--- src/common/wave_pkg.sv ---
package wave_pkg;

	// -------------------------------------------------------------------------
	// Playback types
	// -------------------------------------------------------------------------

	typedef logic [3:0] sample_t;
	typedef logic [4:0] pos_t;        // 32 samples per loop.
	typedef logic [3:0] ram_addr_t;
	typedef logic [1:0] vol_code_t;

	// One RAM byte holds two samples, the first one in the high nibble.
	typedef union packed {
		logic [7:0] raw;
		struct packed {
			sample_t hi;
			sample_t lo;
		} nib;
	} wave_byte_u;

	// NR32 output level codes.
	localparam vol_code_t vol_mute    = 2'd0;
	localparam vol_code_t vol_full    = 2'd1;
	localparam vol_code_t vol_half    = 2'd2;
	localparam vol_code_t vol_quarter = 2'd3;

	// -------------------------------------------------------------------------
	// Sizes and timing
	// -------------------------------------------------------------------------

	localparam int wave_bytes = 16;
	localparam int freq_limit = 2048;   // Timer wraps here, period is limit minus freq.

endpackage

--- src/common/apu_reg_pkg.sv ---
package apu_reg_pkg;

	// -------------------------------------------------------------------------
	// Sound register address map
	// -------------------------------------------------------------------------

	typedef logic [7:0] reg_addr_t;   // Low byte of the 0xFFxx address.

	localparam reg_addr_t nr30_addr = 8'h1A;   // DAC enable.
	localparam reg_addr_t nr31_addr = 8'h1B;   // Length load.
	localparam reg_addr_t nr32_addr = 8'h1C;   // Output level.
	localparam reg_addr_t nr33_addr = 8'h1D;   // Frequency low byte.
	localparam reg_addr_t nr34_addr = 8'h1E;   // Frequency high, length enable, trigger.

	localparam reg_addr_t wave_base_addr = 8'h30;   // Wave RAM spans 0x30 to 0x3F.

	// -------------------------------------------------------------------------
	// Reset and readback
	// -------------------------------------------------------------------------

	localparam logic [7:0] nr3x_reset = 8'h00;   // All channel registers clear on reset.

	// Write-only bits come back as ones.
	localparam logic [7:0] nr30_rmask     = 8'h7F;
	localparam logic [7:0] nr32_rmask     = 8'h9F;
	localparam logic [7:0] nr34_rmask     = 8'hBF;
	localparam logic [7:0] unmapped_rdata = 8'hFF;   // Also NR31 and NR33.

	// -------------------------------------------------------------------------
	// Field positions and widths
	// -------------------------------------------------------------------------

	localparam int dac_bit    = 7;   // NR30.
	localparam int vol_lsb    = 5;   // NR32 bits 6..5.
	localparam int len_en_bit = 6;   // NR34.
	localparam int trig_bit   = 7;   // NR34.

	localparam int freq_w = 11;
	localparam int len_w  = 8;

endpackage
--- src/common/ch3_ctrl_if.sv ---
`timescale 1ns/100ps

interface ch3_ctrl_if;

	logic                           dac_on;
	logic [apu_reg_pkg::len_w-1:0]  length_data;
	logic                           length_load;   // One cycle after an NR31 write.
	wave_pkg::vol_code_t            vol_code;
	logic [apu_reg_pkg::freq_w-1:0] freq;
	logic                           length_en;
	logic                           trigger;       // One cycle pulse.

	modport regs (
		output dac_on,
		output length_data,
		output length_load,
		output vol_code,
		output freq,
		output length_en,
		output trigger
	);

	modport core (
		input dac_on,
		input length_data,
		input length_load,
		input vol_code,
		input freq,
		input length_en,
		input trigger
	);

endinterface

--- src/design/wave_channel_top.sv ---
`timescale 1ns/100ps

module wave_channel_top (
	input  logic                   cery_2mhz,
	input  logic                   reset,
	input  apu_reg_pkg::reg_addr_t reg_addr,
	input  logic [7:0]             reg_wdata,
	input  logic                   reg_wr,
	output logic [7:0]             reg_rdata,
	input  logic                   bufy_256hz,
	output logic                   ch3_active,
	output wave_pkg::sample_t      wave_dac_d
);

	logic [7:0]           ram_rdata;
	logic                 ram_we;
	wave_pkg::ram_addr_t  ram_waddr;
	wave_pkg::ram_addr_t  play_addr;
	wave_pkg::wave_byte_u play_byte;

	ch3_ctrl_if ctrl ();

	ch3_regs i_regs (
		.cery_2mhz  (cery_2mhz),
		.reset      (reset),
		.reg_addr   (reg_addr),
		.reg_wdata  (reg_wdata),
		.reg_wr     (reg_wr),
		.reg_rdata  (reg_rdata),
		.ch3_active (ch3_active),
		.ram_rdata  (ram_rdata),
		.ram_we     (ram_we),
		.ram_waddr  (ram_waddr),
		.ctrl       (ctrl.regs)
	);

	wave_ram i_ram (
		.cery_2mhz  (cery_2mhz),
		.reg_addr   (reg_addr),
		.reg_wdata  (reg_wdata),
		.ram_we     (ram_we),
		.ram_waddr  (ram_waddr),
		.ram_rdata  (ram_rdata),
		.ch3_active (ch3_active),
		.play_addr  (play_addr),
		.play_byte  (play_byte)
	);

	ch3_core i_core (
		.cery_2mhz  (cery_2mhz),
		.reset      (reset),
		.ctrl       (ctrl.core),
		.bufy_256hz (bufy_256hz),
		.play_addr  (play_addr),
		.play_byte  (play_byte),
		.ch3_active (ch3_active),
		.wave_dac_d (wave_dac_d)
	);

endmodule

--- src/ch3_core/ch3_core.sv ---
`timescale 1ns/100ps

module ch3_core (
	input  logic                 cery_2mhz,
	input  logic                 reset,
	ch3_ctrl_if.core             ctrl,
	input  logic                 bufy_256hz,
	output wave_pkg::ram_addr_t  play_addr,
	input  wave_pkg::wave_byte_u play_byte,
	output logic                 ch3_active,
	output wave_pkg::sample_t    wave_dac_d
);

	logic [apu_reg_pkg::freq_w-1:0] freq_timer;
	logic [apu_reg_pkg::freq_w:0]   timer_inc;
	logic                           timer_wrap;
	wave_pkg::pos_t                 pos;
	logic [apu_reg_pkg::len_w:0]    len_cnt;   // Holds 0 to 256.
	logic [apu_reg_pkg::len_w:0]    len_full;
	logic                           len_tick;
	logic                           len_expire;
	wave_pkg::sample_t              sample;

	// -------------------------------------------------------------------------
	// Frequency timer and sample position
	// -------------------------------------------------------------------------

	assign timer_inc  = {1'b0, freq_timer} + 1'b1;
	assign timer_wrap = timer_inc == wave_pkg::freq_limit;

	always_ff @(posedge cery_2mhz) begin
		if (reset) begin
			freq_timer <= '0;
			pos        <= '0;
		end else if (ctrl.trigger) begin
			freq_timer <= ctrl.freq;
			pos        <= '0;
		end else if (ch3_active) begin
			if (timer_wrap) begin
				freq_timer <= ctrl.freq;   // Reload, period is 2048 minus freq.
				pos        <= pos + 1'b1;  // Wraps after 31.
			end else begin
				freq_timer <= timer_inc[apu_reg_pkg::freq_w-1:0];
			end
		end
	end

	assign play_addr = pos[4:1];
	assign sample    = pos[0] ? play_byte.nib.lo : play_byte.nib.hi;

	// -------------------------------------------------------------------------
	// Length counter
	// -------------------------------------------------------------------------

	assign len_full   = {1'b1, {apu_reg_pkg::len_w{1'b0}}};
	assign len_tick   = bufy_256hz && ctrl.length_en && ch3_active && len_cnt != '0;
	assign len_expire = len_tick && len_cnt == 9'd1;

	always_ff @(posedge cery_2mhz) begin
		if (reset) begin
			len_cnt <= '0;
		end else if (ctrl.length_load) begin
			len_cnt <= len_full - {1'b0, ctrl.length_data};
		end else if (ctrl.trigger && len_cnt == '0) begin
			len_cnt <= len_full;   // Expired counter restarts at full length.
		end else if (len_tick) begin
			len_cnt <= len_cnt - 1'b1;
		end
	end

	// -------------------------------------------------------------------------
	// Active flag and output level
	// -------------------------------------------------------------------------

	always_ff @(posedge cery_2mhz) begin
		if (reset) begin
			ch3_active <= 1'b0;
		end else if (!ctrl.dac_on) begin
			ch3_active <= 1'b0;   // DAC off also swallows a trigger.
		end else if (ctrl.trigger) begin
			ch3_active <= 1'b1;
		end else if (len_expire) begin
			ch3_active <= 1'b0;
		end
	end

	always_ff @(posedge cery_2mhz) begin
		if (reset) begin
			wave_dac_d <= '0;
		end else if (!ch3_active) begin
			wave_dac_d <= '0;
		end else begin
			case (ctrl.vol_code)
				wave_pkg::vol_mute:    wave_dac_d <= '0;
				wave_pkg::vol_full:    wave_dac_d <= sample;
				wave_pkg::vol_half:    wave_dac_d <= sample >> 1;
				wave_pkg::vol_quarter: wave_dac_d <= sample >> 2;
			endcase
		end
	end

	// Output stays silent for the cycle after any inactive cycle.
	dac_quiet: assert property (@(posedge cery_2mhz) disable iff (reset)
		!ch3_active |=> wave_dac_d == '0);

endmodule

--- src/wave_ram/wave_ram.sv ---
`timescale 1ns/100ps

module wave_ram (
	input  logic                   cery_2mhz,
	input  apu_reg_pkg::reg_addr_t reg_addr,
	input  logic [7:0]             reg_wdata,
	input  logic                   ram_we,
	input  wave_pkg::ram_addr_t    ram_waddr,
	output logic [7:0]             ram_rdata,
	input  logic                   ch3_active,
	input  wave_pkg::ram_addr_t    play_addr,
	output wave_pkg::wave_byte_u   play_byte
);

	wave_pkg::wave_byte_u mem [wave_pkg::wave_bytes];
	wave_pkg::ram_addr_t  cpu_raddr;

	// -------------------------------------------------------------------------
	// Storage
	// -------------------------------------------------------------------------

	always_ff @(posedge cery_2mhz) begin
		if (ram_we) begin
			mem[ram_waddr].raw <= reg_wdata;   // CPU sees the byte view.
		end
	end

	// -------------------------------------------------------------------------
	// Read ports
	// -------------------------------------------------------------------------

	// While playing, the CPU address is replaced by the play address.
	assign cpu_raddr = ch3_active ? play_addr : reg_addr[3:0];
	assign ram_rdata = mem[cpu_raddr].raw;

	assign play_byte = mem[play_addr];   // Core picks the nibble.

	// The register block gates the write enable with the core's active flag.
	no_write_active: assert property (@(posedge cery_2mhz)
		ram_we |-> !ch3_active);

endmodule

--- src/ch3_regs/ch3_regs.sv ---
`timescale 1ns/100ps

module ch3_regs (
	input  logic                   cery_2mhz,
	input  logic                   reset,
	input  apu_reg_pkg::reg_addr_t reg_addr,
	input  logic [7:0]             reg_wdata,
	input  logic                   reg_wr,
	output logic [7:0]             reg_rdata,
	input  logic                   ch3_active,
	input  logic [7:0]             ram_rdata,
	output logic                   ram_we,
	output wave_pkg::ram_addr_t    ram_waddr,
	ch3_ctrl_if.regs               ctrl
);

	logic                           dac_on;
	logic [apu_reg_pkg::len_w-1:0]  length_data;
	wave_pkg::vol_code_t            vol_code;
	logic [apu_reg_pkg::freq_w-1:0] freq;
	logic                           length_en;
	logic                           wave_sel;

	assign wave_sel = reg_addr[7:4] == apu_reg_pkg::wave_base_addr[7:4];

	// -------------------------------------------------------------------------
	// Register storage
	// -------------------------------------------------------------------------

	always_ff @(posedge cery_2mhz) begin
		if (reset) begin
			dac_on      <= apu_reg_pkg::nr3x_reset[apu_reg_pkg::dac_bit];
			length_data <= apu_reg_pkg::nr3x_reset;
			vol_code    <= apu_reg_pkg::nr3x_reset[apu_reg_pkg::vol_lsb +: 2];
			freq        <= {apu_reg_pkg::nr3x_reset[2:0], apu_reg_pkg::nr3x_reset};
			length_en   <= apu_reg_pkg::nr3x_reset[apu_reg_pkg::len_en_bit];
		end else if (reg_wr) begin
			case (reg_addr)
				apu_reg_pkg::nr30_addr: dac_on <= reg_wdata[apu_reg_pkg::dac_bit];
				apu_reg_pkg::nr31_addr: length_data <= reg_wdata;
				apu_reg_pkg::nr32_addr: vol_code <= reg_wdata[apu_reg_pkg::vol_lsb +: 2];
				apu_reg_pkg::nr33_addr: freq[7:0] <= reg_wdata;
				apu_reg_pkg::nr34_addr: begin
					freq[10:8] <= reg_wdata[2:0];
					length_en  <= reg_wdata[apu_reg_pkg::len_en_bit];
				end
				default: ;
			endcase
		end
	end

	// Pulses land one cycle after the write edge.
	always_ff @(posedge cery_2mhz) begin
		if (reset) begin
			ctrl.trigger     <= 1'b0;
			ctrl.length_load <= 1'b0;
		end else begin
			ctrl.trigger     <= reg_wr && reg_addr == apu_reg_pkg::nr34_addr &&
			                    reg_wdata[apu_reg_pkg::trig_bit];
			ctrl.length_load <= reg_wr && reg_addr == apu_reg_pkg::nr31_addr;
		end
	end

	assign ctrl.dac_on      = dac_on;
	assign ctrl.length_data = length_data;
	assign ctrl.vol_code    = vol_code;
	assign ctrl.freq        = freq;
	assign ctrl.length_en   = length_en;

	// -------------------------------------------------------------------------
	// Wave RAM write port and readback
	// -------------------------------------------------------------------------

	assign ram_we    = reg_wr && wave_sel && !ch3_active;   // CPU loses the RAM while playing.
	assign ram_waddr = reg_addr[3:0];

	always_comb begin
		case (reg_addr)
			apu_reg_pkg::nr30_addr: reg_rdata = {dac_on, 7'b0} | apu_reg_pkg::nr30_rmask;
			apu_reg_pkg::nr32_addr: reg_rdata = {1'b0, vol_code, 5'b0} | apu_reg_pkg::nr32_rmask;
			apu_reg_pkg::nr34_addr: reg_rdata = {1'b0, length_en, 6'b0} | apu_reg_pkg::nr34_rmask;
			default:                reg_rdata = wave_sel ? ram_rdata : apu_reg_pkg::unmapped_rdata;
		endcase
	end

	trigger_single: assert property (@(posedge cery_2mhz) disable iff (reset)
		ctrl.trigger |=> !ctrl.trigger);

endmodule

--- config.mk ---
export PLATFORM = sky130hd
export DESIGN_NAME = wave_channel_top
export DESIGN_NICKNAME = d
export VERILOG_FILES = /design/src/common/wave_pkg.sv /design/src/common/apu_reg_pkg.sv /design/src/common/ch3_ctrl_if.sv /design/src/design/wave_channel_top.sv /design/src/ch3_core/ch3_core.sv /design/src/wave_ram/wave_ram.sv /design/src/ch3_regs/ch3_regs.sv
export SDC_FILE = /design/constraint.sdc
export NUM_CORES = 1
export LEC_CHECK = 0
export BUFFER_PORTS_ARGS = -buffer_cell sky130_fd_sc_hd__buf_4
export CAP_MARGIN = 40
export CORE_ASPECT_RATIO = 0.75
export CORE_MARGIN = 10
export CORE_UTILIZATION = 64
export CTS_BUF_LIST = sky130_fd_sc_hd__clkbuf_4
export DETAILED_ROUTE_END_ITERATION = 16
export PLACE_DENSITY = 0.92
export RECOVER_POWER = 50
export SLEW_MARGIN = 20
export SYNTH_ARGS = -nofsm -noshare
export SYNTH_HDL_FRONTEND = slang
export SYNTH_SLANG_ARGS = --single-unit
--- constraint.sdc ---
create_clock -name cery_2mhz -period 3.55 [get_ports cery_2mhz]
set_input_delay 0.5325 -clock cery_2mhz [delete_from_list [all_inputs] [get_ports cery_2mhz]]
set_output_delay 0.5325 -clock cery_2mhz [all_outputs]
set_load 0.01 [all_outputs]
Word-level counts from Yosys, hierarchy flattened. Memory sizes are Yosys's and may differ from the RTL's. A register that Yosys moved wholly into a read port is not among the register bits. Index checks and enable logic that the tools add are counted.

Memories kept: 1. Output and inout bits: 13. Register bits: 55. Memory bits (writable): 128. Input bits: 20.

Mux-type cells: 17. $add $sub $neg: 4. Reduce and logical (&&, ||, !) cells: 26. Equal/unequal tests: 11. Bitwise gates (word level): 2.

Memory list: i_ram.mem (depth 16, width 8, read ports 2, clocked after memory_dff 1, wr ports 1, RTL line wave_ram.sv:15) `wave_pkg::wave_byte_u mem [wave_pkg::wave_bytes];`.

Operator list (number): equality test 8 x 5 -> 1 bit (second input constant) (5); two-way mux 11 bit (3); two-way mux 9 bit (3); case mux 8 bit (3 select lines) (1); two-way mux 4 bit (4); case mux 4 bit (4 select lines) (1); adder 11 x 1 -> 12 bit (second input constant) (1); equality test 12 bit (second input constant) (1); AND reduction 2 bit (6); logical AND 1 bit (10); equality test 9 x 1 -> 1 bit (second input constant) (1); zero test 9 bit (1); nonzero test 9 bit (1); subtractor 9 x 1 -> 9 bit (second input constant) (1); subtractor 9 x 8 -> 9 bit (first input constant) (1); two-way mux 8 bit (1); OR reduction 2 bit (3); adder 5 x 1 -> 5 bit (second input constant) (1); equality test 2 bit (second input constant) (2); equality test 4 x 2 -> 1 bit (second input constant) (1); two-way mux 1 bit (4); nonzero test 2 bit (2); nonzero test 3 bit (1); equality test 2 x 1 -> 1 bit (second input constant) (1); other kinds (3) (4).

Logic depth before layout (Yosys ltp).
Depth in word-level cells: 6. Depth in mapped cells: 9.

Hierarchy. From an unflattened synthesis, not the netlist that was laid out.

Cell total of the unflattened synthesis: 674. Area total of the unflattened synthesis: 9362.7 µm².

By module, submodules not included: wave_ram (area an instance 6147.1 µm², times used 1, cells each 310); ch3_core (area an instance 2023.2 µm², times used 1, cells each 244); ch3_regs (area an instance 1192.4 µm², times used 1, cells each 120).

Least setup slack after synthesis. OpenSTA, ideal clock, no wires.

Path kind: input port to output port. From: input reg_addr[0]. To: output reg_rdata[0]. Arrival time: 2.326 ns. Setup slack: 0.691 ns. Data required time: 3.017 ns. Stages: 6. Cells stage by stage: buf_2 > mux2i_2 > buf_6 > mux4_2 > a211oi_1 > o21ai_0.

Longest elaborated chain between the ends: 4. Elaborated cells on any way between the ends: 7.

Ends and longest elaborated chain: start: declaration (RTL line wave_channel_top.sv:6) `input apu_reg_pkg::reg_addr_t reg_addr,`; two-way mux 4 bit (RTL line wave_ram.sv:33) `assign cpu_raddr = ch3_active ? play_addr : reg_addr[3:0];`; memory read (16 x 8 bit); two-way mux 8 bit (RTL line ch3_regs.sv:82) `default: reg_rdata = wave_sel ? ram_rdata : apu_reg_pkg::unmapped_rdata;`; case mux 8 bit (3 select lines) (*) (RTL line ch3_regs.sv:78) `case (reg_addr)`; end: declaration (RTL line wave_channel_top.sv:9) `output logic [7:0] reg_rdata,`.

Mark *: on every way between the ends. The rest lies on a longest branch, timed or not.

Worst setup path after layout.
From: register i_core.ch3_active. To: output reg_rdata[2].

Longest elaborated chain between the ends: 4.

Ends and longest elaborated chain: start: declaration (RTL line ch3_core.sv:10) `output logic ch3_active,`; start signal: assignment (RTL line ch3_core.sv:77) `ch3_active <= 1'b0;`; start signal: assignment (RTL line ch3_core.sv:79) `ch3_active <= 1'b0;`; start signal: assignment (RTL line ch3_core.sv:81) `ch3_active <= 1'b1;`; two-way mux 4 bit (RTL line wave_ram.sv:33); memory read (16 x 8 bit); two-way mux 8 bit (RTL line ch3_regs.sv:82); case mux 8 bit (3 select lines) (RTL line ch3_regs.sv:78).

No other way between the ends.

==> run metrics <==
placed cells 853; layout cell share with drive strength beyond 1 22.7%; met3 WL 3.34 mm; worst vdd ir 0.273 mV; Synth async-reset ratio 0%; number of vias per cell 7.24; Post-DP HPWL 15.9 mm; Mean Syn Cell Area 13.6 µm²; Ports 33; Seq/Total Area, Yosys 56.1%; DRC 0; die span in x 157 µm; CP peak stage delay 470 ps; worst-margin pin slew 1050 ps; die area 19,200 µm²; CTS tree yes; worst endpoint required time 3020 ps; leak pwr 3.36 nW; worst hold path endpoint i_regs.ctrl.length_data[4]; die height 122 µm; Final Net Count 734; Clock Latency Late Sink 600 ps; hold buffer count at cts 0; status finished clean; maxcap violations 0; maximum clock path buffer count 2; Hold Path Depth 2; worst-path fanout max 6; vias in the first global route 6,309; largest net degree at the start of global routing 57; Worst setup startpoint i_core.ch3_active; GRT Total Usage 25.8%; Setup Viol. Count Final 0; Power Density 377 nW/µm²; # rows 37; Clock transition at path regs 150 ps; post-route antenna net violation count 0; Area Growth Syn to Fin 9.96%; shortest period the worst path allows 3480 ps; r2r endpoint i_core.wave_dac_d[0]; Max Clock Freq 287 MHz; Synth area leader edfxtp_1; top cells by area, synth edfxtp_1 (43%), mux4_2 (16%), dfxtp_1 (13%); Starting Density 65.3%; worst-case reg-to-reg path depth 6; critical path type reg -> out; Tcrit/Tclk final 98.0%; highest metal used met4; post-synth top area share 42.9%; Hold Path Origin reset; prevailing post-synth register cell edfxtp_1; routed len/inst 27.2 µm; H-tree depth 4; Final Hold Viols 0; initial antenna violation count 1; CP max stage cell mux4_2; core area 13,700 µm²; type of origin of the critical path register; final std cells w/o fill 897; CTS sink count 187; commonest cells in the netlist edfxtp_1 (128), mux4_2 (62), dfxtp_1 (59); max-slew violation count 0; clock root cell clkbuf_4; Post-Synthesis Cells 657; vias 6,495; post-synthesis cell area 8950 µm²; cell repeated most along the worst path buf_4; Fin Setup TNS 0 ps; Yosys cell types 55; Hold Crit Class in -> reg; # fillers 832; drt first pass iters 6; flop2flop setup slack 810 ps; first-pass GRT wire length 37.1 mm; CP arrival 2950 ps; Met1 Routed Length 9.06 mm; Port Buf Inserts 32; Net Count, Synth 682; Yosys reg bits 187; capturing element type of the critical path primary output; GRT overflow 0; Slew headroom 29.8%; Num CTS Buffers 17; DR WL met2 11.1 mm; Max Clock Skew 22.5 ps; synth warn 0; Initial DRC Count 1,242; total wire length 24.4 mm; GP Congestion 0.920; critical path, cell by cell mux2i_4 > buf_4 > buf_4 > mux4_2 > and2_1 > a211oi_2 > o21ai_0 > buf_4; most common cell in the synthesized netlist edfxtp_1; number of synthesized flops with an enable pin 128
[metal layers]
layer	vias to the layer above	GRT usage (%)
met5	-	0
met4	0	10.9
met3	85	7.76
met2	557	39.2
met1	3178	34.3
li1	2675	-
[cell usage in the layout (no fill, tap or decap), types with 13 or more instances in the layout]
cell type and instances:
clkbuf_4 22, a211oi_1 15, mux4_2 62, buf_4 51
edfxtp_1 128, nor2_1 57, mux2i_1 35, clkbuf_1 17
nand2_1 47, a21oi_1 19, o21ai_0 20, nor3_1 23
dfxtp_1 57, nand3_1 13
[layout make-up]
cell class | instances | area (µm²) | area share, %
clock inverter | 11 | 120 | 1.22
antenna | 1 | 2.50 | 0.0254
multi-input combinational | 416 | 3710 | 37.7
sequential | 187 | 5030 | 51.1
timing repair buffer | 75 | 566 | 5.74
tap | 175 | 219 | 2.22
clock buffer | 20 | 150 | 1.52
inverter | 12 | 45.0 | 0.457
[worst max-delay path by stage]
stage                   endpoint  slack, ps  cells past startpoint
floorplan           reg_rdata[0]        690                      6
global route        reg_rdata[2]        -30                      8
CTS                 reg_rdata[3]         50                      7
finish              reg_rdata[2]         70                      8
detailed placement  reg_rdata[3]        450                      8
global placement    reg_rdata[2]        490                      7
[logic make-up after synthesis]
family / count (synthesis) / share of synthesized area, %
simple gates: 206 / 11.3
flops: 187 / 56.1
mux: 108 / 21.7
compound gates: 88 / 6.39
buf+inv: 54 / 2.86
xor+xnor: 9 / 0.880
fa+ha+maj: 5 / 0.699
[critical path: cells and delay by family, from the launching register on]
family,cells,cell delay [ps]
compound gates,2,490
buf+inv,3,420
flops,1,440
mux,2,820
simple gates,1,180
[metrics by stage]
| step | utilization (%) | setup slack, ps | area, µm² | hold WS, ps | power, mW |
|---|---|---|---|---|---|
| 6_report | 71.8 | 70.1 | 9850 | 409 | 3.71 |
| 3_3_place_gp | 69.2 | 492 | 9490 | 473 | 2.55 |
| 5_1_grt | 71.8 | -34.7 | 9850 | 392 | 3.80 |
| 3_5_place_dp | 69.2 | 448 | 9490 | 487 | 2.56 |
| 4_1_cts | 71.6 | 50.3 | 9810 | 266 | 3.68 |
| 2_1_floorplan | - | 691 | 8950 | 453 | 2.48 |
[registers in the layout, indices dropped and copies added (netlist names), 2 cells and up, named ones only]
signal and flops:
i_ram.mem 128, i_core.freq_timer 11, i_regs.ctrl.freq 11, i_core.len_cnt 9, i_regs.ctrl.length_data 8, i_core.pos 5, i_core.wave_dac_d 4, i_regs.ctrl.vol_code 2
[power breakdown]
group	internal, mW	switching, mW	total [mW]
clock network	0.437	0.735	1.17
logic	0.0832	0.123	0.206
registers	2.33	0.00235	2.33
[timing repair]
item                       in CTS  in global routing
setup buffers                   2                  9
resized for setup               3                  2
hold endpoints to repair        0                  0
gates cloned                    1                  0
setup endpoints to repair       8                  4
Note: power is estimated with default switching activity, not from simulation.
